===== config.mk =====
export PLATFORM = sky130hd
export DESIGN_NAME = rtc_top
export DESIGN_NICKNAME = d
export VERILOG_FILES = /design/src/design/rtc_pkg.sv /design/src/design/rtc_load_if.sv /design/src/design/rtc_second_gen.sv /design/src/design/rtc_time_counter.sv /design/src/design/rtc_date_counter.sv /design/src/design/rtc_top.sv
export SDC_FILE = /design/constraint.sdc
export NUM_CORES = 1
export LEC_CHECK = 0
export ABC_AREA = 1
export ABC_CLOCK_PERIOD_IN_PS = 5720
export BUFFER_PORTS_ARGS = -buffer_cell sky130_fd_sc_hd__buf_2
export CELL_PAD_IN_SITES_DETAIL_PLACEMENT = 1
export CELL_PAD_IN_SITES_GLOBAL_PLACEMENT = 1
export CORE_MARGIN = 1
export CORE_UTILIZATION = 40
export CTS_CLUSTER_DIAMETER = 50
export DETAILED_ROUTE_END_ITERATION = 6
export PLACE_DENSITY = 0.93
export SLEW_MARGIN = 40
export SYNTH_ARGS = -nofsm -noshare
export SYNTH_HDL_FRONTEND = slang
export SYNTH_SLANG_ARGS = --single-unit

===== constraint.sdc =====
create_clock -name rtc_clk -period 5.72 [get_ports rtc_clk]
set_input_delay 1.144 -clock rtc_clk [delete_from_list [all_inputs] [get_ports rtc_clk]]
set_output_delay 1.144 -clock rtc_clk [all_outputs]
set_load 0.03 [all_outputs]

===== src/design/rtc_pkg.sv =====
`default_nettype none

package rtc_pkg;

	//------------------------------
	// Types
	//------------------------------
	typedef logic [3:0]  bcd_digit_t;  // One BCD digit
	typedef logic [7:0]  bcd_byte_t;   // Two BCD digits, tens in upper nibble
	typedef logic [31:0] time_word_t;  // Packed sec/min/hour/dow
	typedef logic [31:0] date_word_t;  // Packed day/month/year/century

	localparam int DIV_BITS_DEFAULT = 15;  // 32768 Hz rtc_clk

	// Time word field LSBs
	localparam int TW_SEC  = 0;
	localparam int TW_TSEC = 4;
	localparam int TW_MIN  = 8;
	localparam int TW_TMIN = 12;
	localparam int TW_HR   = 16;
	localparam int TW_THR  = 20;
	localparam int TW_DOW  = 24;

	// Date word field LSBs
	localparam int DW_DAY   = 0;
	localparam int DW_TDAY  = 4;
	localparam int DW_MON   = 8;
	localparam int DW_TMON  = 12;
	localparam int DW_YEAR  = 16;
	localparam int DW_TYEAR = 20;
	localparam int DW_CENT  = 24;
	localparam int DW_TCENT = 28;

	// Two-digit BCD value divisible by 4
	// Even tens need ones 0/4/8, odd tens need ones 2/6
	function automatic logic bcd_div4(input bcd_digit_t tens, input bcd_digit_t ones);
		if (tens[0])
			return (ones == 4'd2) || (ones == 4'd6);
		return (ones == 4'd0) || (ones == 4'd4) || (ones == 4'd8);
	endfunction

	// Gregorian rule on century*100 + year
	function automatic logic is_leap_year(input bcd_digit_t tcent, input bcd_digit_t cent,
			input bcd_digit_t tyear, input bcd_digit_t year);
		if ((tyear == 4'd0) && (year == 4'd0))
			return bcd_div4(tcent, cent);  // xx00 leap only when century % 4 == 0
		return bcd_div4(tyear, year);
	endfunction

	// Last day of month, BCD
	function automatic bcd_byte_t days_in_month(input logic tmon, input bcd_digit_t mon,
			input logic leap);
		case ({3'b000, tmon, mon})
			8'h02:                      return leap ? 8'h29 : 8'h28;
			8'h04, 8'h06, 8'h09, 8'h11: return 8'h30;
			default:                    return 8'h31;
		endcase
	endfunction

endpackage

`default_nettype wire


===== src/design/rtc_load_if.sv =====
`timescale 1ns/1ps
`default_nettype none

// Load group shared by both counter blocks
interface rtc_load_if
	import rtc_pkg::*;
();

	logic       update;     // Load strobe, level
	time_word_t load_time;  // Time word to load
	date_word_t load_date;  // Date word to load
	logic       hmode;      // 1 = 24 hour, 0 = 12 hour

	// Driven at the top from cfg inputs
	modport src (
		output update,
		output load_time,
		output load_date,
		output hmode
	);

	modport time_dst (
		input update,
		input load_time,
		input hmode
	);

	modport date_dst (
		input update,
		input load_date
	);

endinterface

`default_nettype wire


===== src/design/rtc_second_gen.sv =====
`timescale 1ns/1ps
`default_nettype none

module rtc_second_gen #(
	parameter int DIV_BITS = 15  // 2^DIV_BITS cycles per second
) (
	input  wire logic rtc_clk,
	input  wire logic rst_n,
	input  wire logic update,   // Time/date load, restarts the second
	input  wire logic restart,  // Divider restart strobe
	input  wire logic halt,     // Freeze time base
	output logic      tick_1s   // One cycle per second
);

	//------------------------------
	// Divider and pulse
	//------------------------------
	logic [DIV_BITS-1:0] div_cnt;  // Free running in normal mode

	always_ff @(posedge rtc_clk or negedge rst_n) begin
		if (!rst_n) begin
			div_cnt <= '0;
			tick_1s <= 1'b0;
		end else if (update || restart) begin
			// Start a fresh second
			div_cnt <= '0;
			tick_1s <= 1'b0;
		end else if (!halt) begin
			div_cnt <= div_cnt + DIV_BITS'(1);
			tick_1s <= &div_cnt;  // Pulse the cycle after all ones
		end else begin
			// Hold count, drop any pending pulse
			tick_1s <= 1'b0;
		end
	end

endmodule

`default_nettype wire


===== src/design/rtc_time_counter.sv =====
`timescale 1ns/1ps
`default_nettype none

module rtc_time_counter
	import rtc_pkg::*;
(
	input  wire logic    rtc_clk,
	input  wire logic    rst_n,
	rtc_load_if.time_dst load,
	input  wire logic    tick_1s,    // From second generator
	output logic         day_tick,   // Hour wrap, same cycle as tick
	output time_word_t   time_word
);

	bcd_digit_t sec;   // Seconds
	logic [2:0] tsec;  // Ten seconds
	bcd_digit_t min;   // Minutes
	logic [2:0] tmin;  // Ten minutes
	bcd_digit_t hr;    // Hours
	logic [1:0] thr;   // Ten hours
	logic [2:0] dow;   // Day of week, 1..7

	logic sec_wrap;
	logic tsec_wrap;
	logic min_wrap;
	logic tmin_wrap;
	logic hour_last;
	logic hour_wrap;

	//------------------------------
	// Carry chain
	//------------------------------
	assign sec_wrap  = tick_1s & (sec == 4'd9);
	assign tsec_wrap = sec_wrap & (tsec == 3'd5);
	assign min_wrap  = tsec_wrap & (min == 4'd9);
	assign tmin_wrap = min_wrap & (tmin == 3'd5);

	// Last hour, 23 or 11 by mode
	assign hour_last = load.hmode ? ((thr == 2'd2) && (hr == 4'd3))
	                              : ((thr == 2'd1) && (hr == 4'd1));
	assign hour_wrap = tmin_wrap & hour_last;
	assign day_tick  = hour_wrap;  // Date moves on the same edge

	//------------------------------
	// Seconds
	//------------------------------
	always_ff @(posedge rtc_clk or negedge rst_n) begin
		if (!rst_n) begin
			sec  <= '0;
			tsec <= '0;
		end else if (load.update) begin
			sec  <= load.load_time[TW_SEC +: 4];
			tsec <= load.load_time[TW_TSEC +: 3];
		end else if (tick_1s) begin
			sec <= sec_wrap ? 4'd0 : sec + 4'd1;
			if (sec_wrap)
				tsec <= tsec_wrap ? 3'd0 : tsec + 3'd1;  // 59 -> 00
		end
	end

	// Minutes
	always_ff @(posedge rtc_clk or negedge rst_n) begin
		if (!rst_n) begin
			min  <= '0;
			tmin <= '0;
		end else if (load.update) begin
			min  <= load.load_time[TW_MIN +: 4];
			tmin <= load.load_time[TW_TMIN +: 3];
		end else if (tsec_wrap) begin
			min <= min_wrap ? 4'd0 : min + 4'd1;
			if (min_wrap)
				tmin <= tmin_wrap ? 3'd0 : tmin + 3'd1;
		end
	end

	// Hours, wrap point from hmode
	always_ff @(posedge rtc_clk or negedge rst_n) begin
		if (!rst_n) begin
			hr  <= '0;
			thr <= '0;
		end else if (load.update) begin
			hr  <= load.load_time[TW_HR +: 4];
			thr <= load.load_time[TW_THR +: 2];
		end else if (tmin_wrap) begin
			if (hour_wrap) begin
				hr  <= 4'd0;
				thr <= 2'd0;
			end else if (hr == 4'd9) begin
				hr  <= 4'd0;  // x9 -> (x+1)0
				thr <= thr + 2'd1;
			end else begin
				hr <= hr + 4'd1;
			end
		end
	end

	// Day of week, 7 -> 1
	always_ff @(posedge rtc_clk or negedge rst_n) begin
		if (!rst_n)
			dow <= 3'd1;
		else if (load.update)
			dow <= load.load_time[TW_DOW +: 3];
		else if (hour_wrap)
			dow <= (dow == 3'd7) ? 3'd1 : dow + 3'd1;
	end

	//------------------------------
	// Output packing
	//------------------------------
	always_comb begin
		time_word = '0;  // Unused bits read zero
		time_word[TW_SEC +: 4]  = sec;
		time_word[TW_TSEC +: 3] = tsec;
		time_word[TW_MIN +: 4]  = min;
		time_word[TW_TMIN +: 3] = tmin;
		time_word[TW_HR +: 4]   = hr;
		time_word[TW_THR +: 2]  = thr;
		time_word[TW_DOW +: 3]  = dow;
	end

endmodule

`default_nettype wire


===== src/design/rtc_date_counter.sv =====
`timescale 1ns/1ps
`default_nettype none

module rtc_date_counter
	import rtc_pkg::*;
(
	input  wire logic    rtc_clk,
	input  wire logic    rst_n,
	rtc_load_if.date_dst load,
	input  wire logic    day_tick,   // Hour wrap from time counter
	output date_word_t   date_word
);

	bcd_digit_t day;    // Day of month
	logic [1:0] tday;   // Ten days
	bcd_digit_t mon;    // Month
	logic       tmon;   // Ten months
	bcd_digit_t year;   // Year
	bcd_digit_t tyear;  // Ten years
	bcd_digit_t cent;   // Century
	bcd_digit_t tcent;  // Ten centuries

	logic      leap;      // Current year is leap
	bcd_byte_t last_day;  // Last day of current month
	logic      day_wrap;
	logic      mon_wrap;
	logic      year_wrap;
	logic      tyear_wrap;
	logic      cent_wrap;

	//------------------------------
	// Month end detect
	//------------------------------
	assign leap     = is_leap_year(tcent, cent, tyear, year);
	assign last_day = days_in_month(tmon, mon, leap);

	// Carry chain up to ten centuries
	assign day_wrap   = day_tick & ({2'b00, tday, day} == last_day);
	assign mon_wrap   = day_wrap & tmon & (mon == 4'd2);  // Dec -> Jan
	assign year_wrap  = mon_wrap & (year == 4'd9);
	assign tyear_wrap = year_wrap & (tyear == 4'd9);
	assign cent_wrap  = tyear_wrap & (cent == 4'd9);

	//------------------------------
	// Day of month
	//------------------------------
	always_ff @(posedge rtc_clk or negedge rst_n) begin
		if (!rst_n) begin
			day  <= 4'd1;
			tday <= 2'd0;
		end else if (load.update) begin
			day  <= load.load_date[DW_DAY +: 4];
			tday <= load.load_date[DW_TDAY +: 2];
		end else if (day_tick) begin
			if (day_wrap) begin
				day  <= 4'd1;  // Back to 01
				tday <= 2'd0;
			end else if (day == 4'd9) begin
				day  <= 4'd0;
				tday <= tday + 2'd1;
			end else begin
				day <= day + 4'd1;
			end
		end
	end

	// Month, 12 -> 01
	always_ff @(posedge rtc_clk or negedge rst_n) begin
		if (!rst_n) begin
			mon  <= 4'd1;
			tmon <= 1'b0;
		end else if (load.update) begin
			mon  <= load.load_date[DW_MON +: 4];
			tmon <= load.load_date[DW_TMON];
		end else if (day_wrap) begin
			if (mon_wrap) begin
				mon  <= 4'd1;
				tmon <= 1'b0;
			end else if (mon == 4'd9) begin
				mon  <= 4'd0;  // Sep -> Oct
				tmon <= 1'b1;
			end else begin
				mon <= mon + 4'd1;
			end
		end
	end

	// Year, 99 -> 00
	always_ff @(posedge rtc_clk or negedge rst_n) begin
		if (!rst_n) begin
			year  <= '0;
			tyear <= '0;
		end else if (load.update) begin
			year  <= load.load_date[DW_YEAR +: 4];
			tyear <= load.load_date[DW_TYEAR +: 4];
		end else if (mon_wrap) begin
			year <= year_wrap ? 4'd0 : year + 4'd1;
			if (year_wrap)
				tyear <= tyear_wrap ? 4'd0 : tyear + 4'd1;
		end
	end

	// Century, 99 -> 00
	always_ff @(posedge rtc_clk or negedge rst_n) begin
		if (!rst_n) begin
			cent  <= '0;
			tcent <= '0;
		end else if (load.update) begin
			cent  <= load.load_date[DW_CENT +: 4];
			tcent <= load.load_date[DW_TCENT +: 4];
		end else if (tyear_wrap) begin
			cent <= cent_wrap ? 4'd0 : cent + 4'd1;
			if (cent_wrap)
				tcent <= (tcent == 4'd9) ? 4'd0 : tcent + 4'd1;
		end
	end

	//------------------------------
	// Output packing
	//------------------------------
	always_comb begin
		date_word = '0;
		date_word[DW_DAY +: 4]   = day;
		date_word[DW_TDAY +: 2]  = tday;
		date_word[DW_MON +: 4]   = mon;
		date_word[DW_TMON]       = tmon;
		date_word[DW_YEAR +: 4]  = year;
		date_word[DW_TYEAR +: 4] = tyear;
		date_word[DW_CENT +: 4]  = cent;
		date_word[DW_TCENT +: 4] = tcent;
	end

endmodule

`default_nettype wire


===== src/design/rtc_top.sv =====
`timescale 1ns/1ps
`default_nettype none

module rtc_top
	import rtc_pkg::*;
#(
	parameter int DIV_BITS = DIV_BITS_DEFAULT  // Small values speed up simulation
) (
	input  wire logic       rtc_clk,
	input  wire logic       rst_n,
	input  wire logic       cfg_rtc_update,  // Load time and date
	input  wire logic       cfg_rtc_halt,    // Freeze time base
	input  wire logic       cfg_rtc_reset,   // Restart divider
	input  wire logic       cfg_hmode,       // 1 = 24 hour
	input  wire time_word_t cfg_time,
	input  wire date_word_t cfg_date,
	output time_word_t      time_word,
	output date_word_t      date_word
);

	logic tick_1s;   // One second pulse
	logic day_tick;  // Hour wrap carry into date

	//------------------------------
	// Load group
	//------------------------------
	rtc_load_if u_load ();

	assign u_load.update    = cfg_rtc_update;
	assign u_load.load_time = cfg_time;
	assign u_load.load_date = cfg_date;
	assign u_load.hmode     = cfg_hmode;

	//------------------------------
	// Time base and counters
	//------------------------------
	rtc_second_gen #(
		.DIV_BITS (DIV_BITS)
	) u_second_gen (
		.rtc_clk (rtc_clk),
		.rst_n   (rst_n),
		.update  (u_load.update),
		.restart (cfg_rtc_reset),
		.halt    (cfg_rtc_halt),
		.tick_1s (tick_1s)
	);

	rtc_time_counter u_time_counter (
		.rtc_clk   (rtc_clk),
		.rst_n     (rst_n),
		.load      (u_load.time_dst),
		.tick_1s   (tick_1s),
		.day_tick  (day_tick),
		.time_word (time_word)
	);

	rtc_date_counter u_date_counter (
		.rtc_clk   (rtc_clk),
		.rst_n     (rst_n),
		.load      (u_load.date_dst),
		.day_tick  (day_tick),
		.date_word (date_word)
	);

endmodule

`default_nettype wire


* Word-level counts from Yosys, hierarchy flattened
Index checks and enable logic that the tools add are counted.
Storage, ports and cells: register bits after elaboration 66, bits of input ports 70, output and inout bits 64
Cells by class: add/subtract/negate cells 15, equal/unequal tests 32, muxes and demuxes 73, bitwise gates (word level) 11, reductions and logical operators 36
Operators by type and width (number):
- $mux W4 | 32
- $eq A4 B4 Y1 const B | 11
- $add A4 B1 Y4 const B | 9
- $mux W3 | 11
- $mux W15 | 2
- $reduce_bool A2 Y1 | 11
- $mux W1 | 19
- $eq A4 B2 Y1 const B | 4
- $eq A4 B3 Y1 const B | 4
- $mux W2 | 8
- $pmux W8 S2 | 1
- $add A15 B1 Y15 const B | 1
- $reduce_and A15 Y1 | 1
- $reduce_and A2 Y1 | 7
- $logic_not A4 Y1 | 3
- $and A1 B1 Y1 | 11
- $eq A5 B3 Y1 const B | 2
- $add A3 B1 Y3 const B | 3
- $eq A3 B3 Y1 const B | 3
- $reduce_bool A3 Y1 | 3
- $eq A6 B8 Y1 | 1
- $logic_or A1 B1 Y1 | 7
- $eq A5 B2 Y1 const B | 1
- $eq A5 B4 Y1 const B | 1
- 8 further kinds | 11

* Longest topological paths before layout
word-level depth 18, depth in mapped cells 16, gate-level depth less buffers 16

* Modules after synthesis
From an unflattened synthesis, not the netlist that was laid out.
Second synthesis, totals: cells, all modules 607, area total of the unflattened synthesis 4603.2 um^2
Modules (own cells, without submodules):
- rtc_date_counter | instances 1, cells each 291, area each 2137.0 um^2, seq. area each 678.2 um^2
- rtc_time_counter | instances 1, cells each 200, area each 1596.5 um^2, seq. area each 576.8 um^2
- rtc_second_gen | instances 1, cells each 116, area each 869.6 um^2, seq. area each 400.4 um^2

* Least setup slack after synthesis
OpenSTA, ideal clock, no wires.
path kind in2reg, from input port cfg_rtc_update, to register u_second_gen.div_cnt[13], arrival time 2.376 ns, data required time 5.597 ns, slack 3.221 ns, cell stages on the path 12, buffers on the path 1, cells stage by stage clkbuf_2 -> nor2_1 -> nand2_1 -> nand3_1 -> nor2_1 -> nand2_1 -> nor2_1 -> nand2_1 -> nor2_1 -> nand3_1 -> o21ai_0 -> a21oi_1
On the way: cells in the longest elaborated chain, start to end 2, elaborated cells between the ends (all ways) 3, classes of those cells 1 x eq/ne; 1 x mux; 1 x reduce/logical
RTL lines:
- start, declared | RTL line rtc_top.sv:11 | input wire logic cfg_rtc_update,
- $logic_or A1 B1 Y1 (*) | RTL line rtc_second_gen.sv:24 | end else if (update || restart) begin
- $ne A2 B1 Y1 (no source line) / $mux W15 (equally long branches)
- end signal, assigned | RTL line rtc_second_gen.sv:29 | div_cnt <= div_cnt + DIV_BITS'(1);
- end, declared | RTL line rtc_second_gen.sv:18 | logic [DIV_BITS-1:0] div_cnt;
Mark *: on every way between the ends. The rest lies on a longest branch, timed or not. A chain may end at the register's enable or synchronous reset.

* Worst setup path in the final report
from input port cfg_rtc_update, to register u_time_counter.thr[1]
On the way: cells in the longest elaborated chain, start to end 2, elaborated cells between the ends (all ways) 4, classes of those cells 1 x mux; 3 x reduce/logical
RTL lines:
- $reduce_bool A3 Y1 (no source line) / $reduce_bool A2 Y1 (equally long branches)
- $reduce_and A2 Y1 (no source line)
- end signal, assigned | RTL line rtc_time_counter.sv:83 | thr <= load.load_time[TW_THR +: 2];
- end signal, assigned | RTL line rtc_time_counter.sv:90 | thr <= thr + 2'd1;
- end, declared | RTL line rtc_time_counter.sv:20 | logic [1:0] thr;
Parallel ways exist; a longest one is shown, timed or not.

==> impl_metrics.py <==
metrics = {
    "grt": {
        "grt_pass1_wl_microns": 20800,
        "grt.overflow.total": 0,
        "antenna_found_initial": 0,
        "grt_usage": 0.228,
        "grt_start_max_net_pins": 67,
        "first_global_vias": 4328,
    },
    "sta": {
        "finClkSkew_ps": 12.1,
        "period_share": 0.596,
        "finalMaxSlewViolations": 0,
        "hold_viol": 0,
        "setup_tns_ps": 0,
        "fmax_ghz": 0.293,
        "setup_viol": 0,
        "hold_ws_ps": 494,
        "worst_slack_ps": 2310,
        "finalCriticalPeriod_ps": 3410,
        "slew_headroom": 0.474,
        "rsz0062_at_grt": "false",
        "tightest_slew_ps": 784,
    },
    "placed_design": {
        "dp_hpwl_microns": 9320,
        "place_congestion": 0.833,
        "dp_slack_ps": 2250,
        "post_dp_cell_area_sq_um": 4970,
        "io_buffers": 105,
    },
    "cts": {
        "insertion_delay_ps": 350,
        "cts_hold_buf": 0,
        "path_clk_slew_ps": 70,
        "cts_root_buffer": "clkbuf_8",
        "cts_tree": "built",
        "cts_max_level": 3,
        "cts_buffers": 9,
        "clk_path_buf_depth": 2,
        "postCtsSetupBuffers": 0,
        "post_cts_resized": 0,
        "clock_sinks": 66,
    },
    "synth": {
        "postSynthCellCount": 556,
        "syn_area_sq_um": 4390,
        "ys_ff_latch": 66,
        "synth-seq-area-share": 0.377,
        "ys_warn_count": 0,
        "yosys.area.top_type": "dfrtp_1",
        "postSynthAreaPerCell_sq_um": 7.89,
        "synth_area_leaders": "dfrtp_1 36%, nand2_1 11%, ha_1 8.0%",
        "async_reset_ff_frac": 1.00,
        "yosysTopAreaCellShare": 0.359,
        "yosys-top-cells-count": "125 x nand2_1, 63 x dfrtp_1, 58 x inv_1",
        "yosysMostFrequentCell": "nand2_1",
        "synth_flop_cell": "dfrtp_1",
        "synth_cell_type_count": 47,
        "synth_edf_count": 0,
    },
    "finish": {
        "final_layout_size_suffix_gt1_frac": 0.239,
        "syn2layout_area_growth_pct": 18.4,
        "n_antenna_cell": 0,
        "finalInstanceArea_sq_um": 5200,
        "fillers": 1363,
        "nNetsFinal": 757,
    },
    "drt": {
        "antenna_left": 0,
        "post_drt_wl_per_cell_microns": 15.5,
        "wl_microns": 12400,
        "vias": 4157,
        "via_per_inst": 5.20,
        "drt_iter0_drc": 188,
        "drc": 0,
        "drt_first_pass_iters": 5,
    },
    "setup_path": {
        "crit_family": "buffers and inverters",
        "cpMostUsedCell": "nand2_1",
        "crit_arrival_ps": 3650,
        "crit_cells": 9,
        "crit_buf_inv": 4,
        "critical_path.cell_chain": "buf_2 > clkinv_1 > nand2_1 > inv_1 > nand2_1 > nand2_1 > inv_1 > nand2_1 > o21ai_0",
        "end_kind": "register",
        "r2r_cells": 13,
        "critPathLaunchType": "input port",
        "startpoint": "cfg_rtc_update",
        "r2r-start": "u_time_counter.tsec[1]",
        "slowest_delay_ps": 760,
        "path_class": "input port to register",
        "cp_slowest_cell": "clkinv_1",
        "crit_required_ps": 5970,
        "r2r_setup_slack_ps": 3200,
        "path_max_fanout": 22,
        "crit_path_end": "u_time_counter.thr[1]",
        "rr_endpoint": "u_time_counter.thr[1]",
    },
    "outcome": {
        "status": "completed",
    },
    "die": {
        "die_x_microns": 107,
        "dieArea_sq_um": 11400,
        "die_h_microns": 107,
        "rows": 37,
        "coreArea_sq_um": 10500,
        "initial_core_util": 0.420,
        "ios": 134,
    },
    "job": {
        "maxCapViolCount": 0,
    },
    "power": {
        "power.share.combinational": 0.291,
        "p_clk_frac": 0.302,
        "power.leakage_uw": 0.00254,
        "switching_power_uw": 555,
        "seq_power_share": 0.408,
        "power_density_nw_per_um2": 281,
        "netSwitchingFraction": 0.381,
        "p_int_uw": 903,
        "ir_worst_vdd_mv": 0.110,
        "total_power_uw": 1460,
    },
    "worst_hold_path": {
        "min-delay-start": "u_second_gen.div_cnt[0]",
        "hp-class": "register to register",
    },
}
[power by group through the flow]
stage / Combinational, uW / Clock (uW) / Sequential [uW]
2_1_floorplan: 209 / 0 / 681
3_3_place_gp: 405 / 0 / 595
3_5_place_dp: 425 / 0 / 603
4_1_cts: 428 / 451 / 595
5_1_grt: 467 / 468 / 604
6_report: 424 / 440 / 595
[layout by cell type, fill, tap and decap left out, types with 2 or more instances in the layout]
cell type / instances
nor2_1: 38
nor2_4: 5
dfrtp_1: 63
nand3_2: 5
o21bai_1: 3
inv_2: 4
o21ai_0: 29
clkbuf_8: 13
o21ai_1: 5
nor3_1: 9
conb_1: 14
nand3_1: 35
nand4_1: 21
buf_2: 105
nand3_4: 2
nand2_2: 7
inv_1: 57
and3_1: 2
a21oi_1: 19
clkinv_1: 3
xnor2_1: 3
nand3b_1: 5
xor2_1: 11
nor2_2: 6
o211ai_1: 14
ha_1: 28
clkinvlp_4: 2
dfstp_2: 3
o221ai_1: 6
a22o_1: 2
a31oi_1: 5
nand2_1: 125
[worst register-to-register path, delay by kind of cell (launching register included)]
family / cells / cell delay (ps)
and+or+nand+nor: 8 / 1300
buffers and inverters: 3 / 420
DFF: 1 / 410
adders and majority gates: 1 / 190
AOI/OAI and AO/OA: 1 / 90
[logic make-up (layout without fill, tap and decap cells)]
kind of cell / count (synthesis) / count (layout) / share of synthesized area
and+or+nand+nor: 267 / 267 / 0.298
buffers and inverters: 93 / 188 / 0.0966
AOI/OAI and AO/OA: 87 / 87 / 0.120
DFF: 66 / 66 / 0.377
adders and majority gates: 28 / 28 / 0.0798
xor gates and xnor gates: 14 / 14 / 0.0279
other: 1 / 14 / 0.000854
[layer usage]
| layer | up-vias | wire, microns | global-route usage |
|---|---|---|---|
| met5 | - | 0 | 0 |
| met4 | 0 | 158 | 0.0724 |
| met3 | 11 | 456 | 0.0280 |
| met2 | 108 | 6470 | 0.418 |
| met1 | 2011 | 5350 | 0.275 |
| li1 | 2027 | - | - |
[how the worst min path moves through the flow]
stage                              endpoint  slack, ps  cells after the start
finish              u_second_gen.div_cnt[0]        490                      1
detailed placement  u_second_gen.div_cnt[2]        490                      1
global route        u_second_gen.div_cnt[2]        530                      1
CTS                 u_second_gen.div_cnt[0]        500                      1
global placement    u_second_gen.div_cnt[4]        470                      1
floorplan           u_second_gen.div_cnt[2]        450                      1
[sequential cells by signal (all words and copies together) (netlist names), 3 cells and up]
signal,cells
u_date_counter.tyear,4
u_time_counter.sec,4
u_date_counter.day,4
u_date_counter.cent,4
u_time_counter.min,4
u_date_counter.tcent,4
u_date_counter.mon,4
u_date_counter.year,4
u_time_counter.tmin,3
u_time_counter.dow,3
u_time_counter.tsec,3
u_second_gen.div_cnt,15
u_time_counter.hr,4
[layout make-up]
| class | count | area [sq um] | area share |
|---|---|---|---|
| clock buffer | 13 | 179 | 0.0344 |
| clock inverter | 3 | 45.0 | 0.00866 |
| inverter | 65 | 246 | 0.0474 |
| multi-input combinational | 410 | 2360 | 0.454 |
| sequential | 66 | 1660 | 0.318 |
| tap | 136 | 170 | 0.0327 |
| timing repair buffer | 107 | 544 | 0.105 |
[stage by stage]
step                utilization  std cells
finish                    0.497        800
global route              0.497        800
CTS                       0.497        800
detailed placement        0.475        784
global placement          0.475        784
floorplan                     -        569
Power figures use the tool's default switching activity.
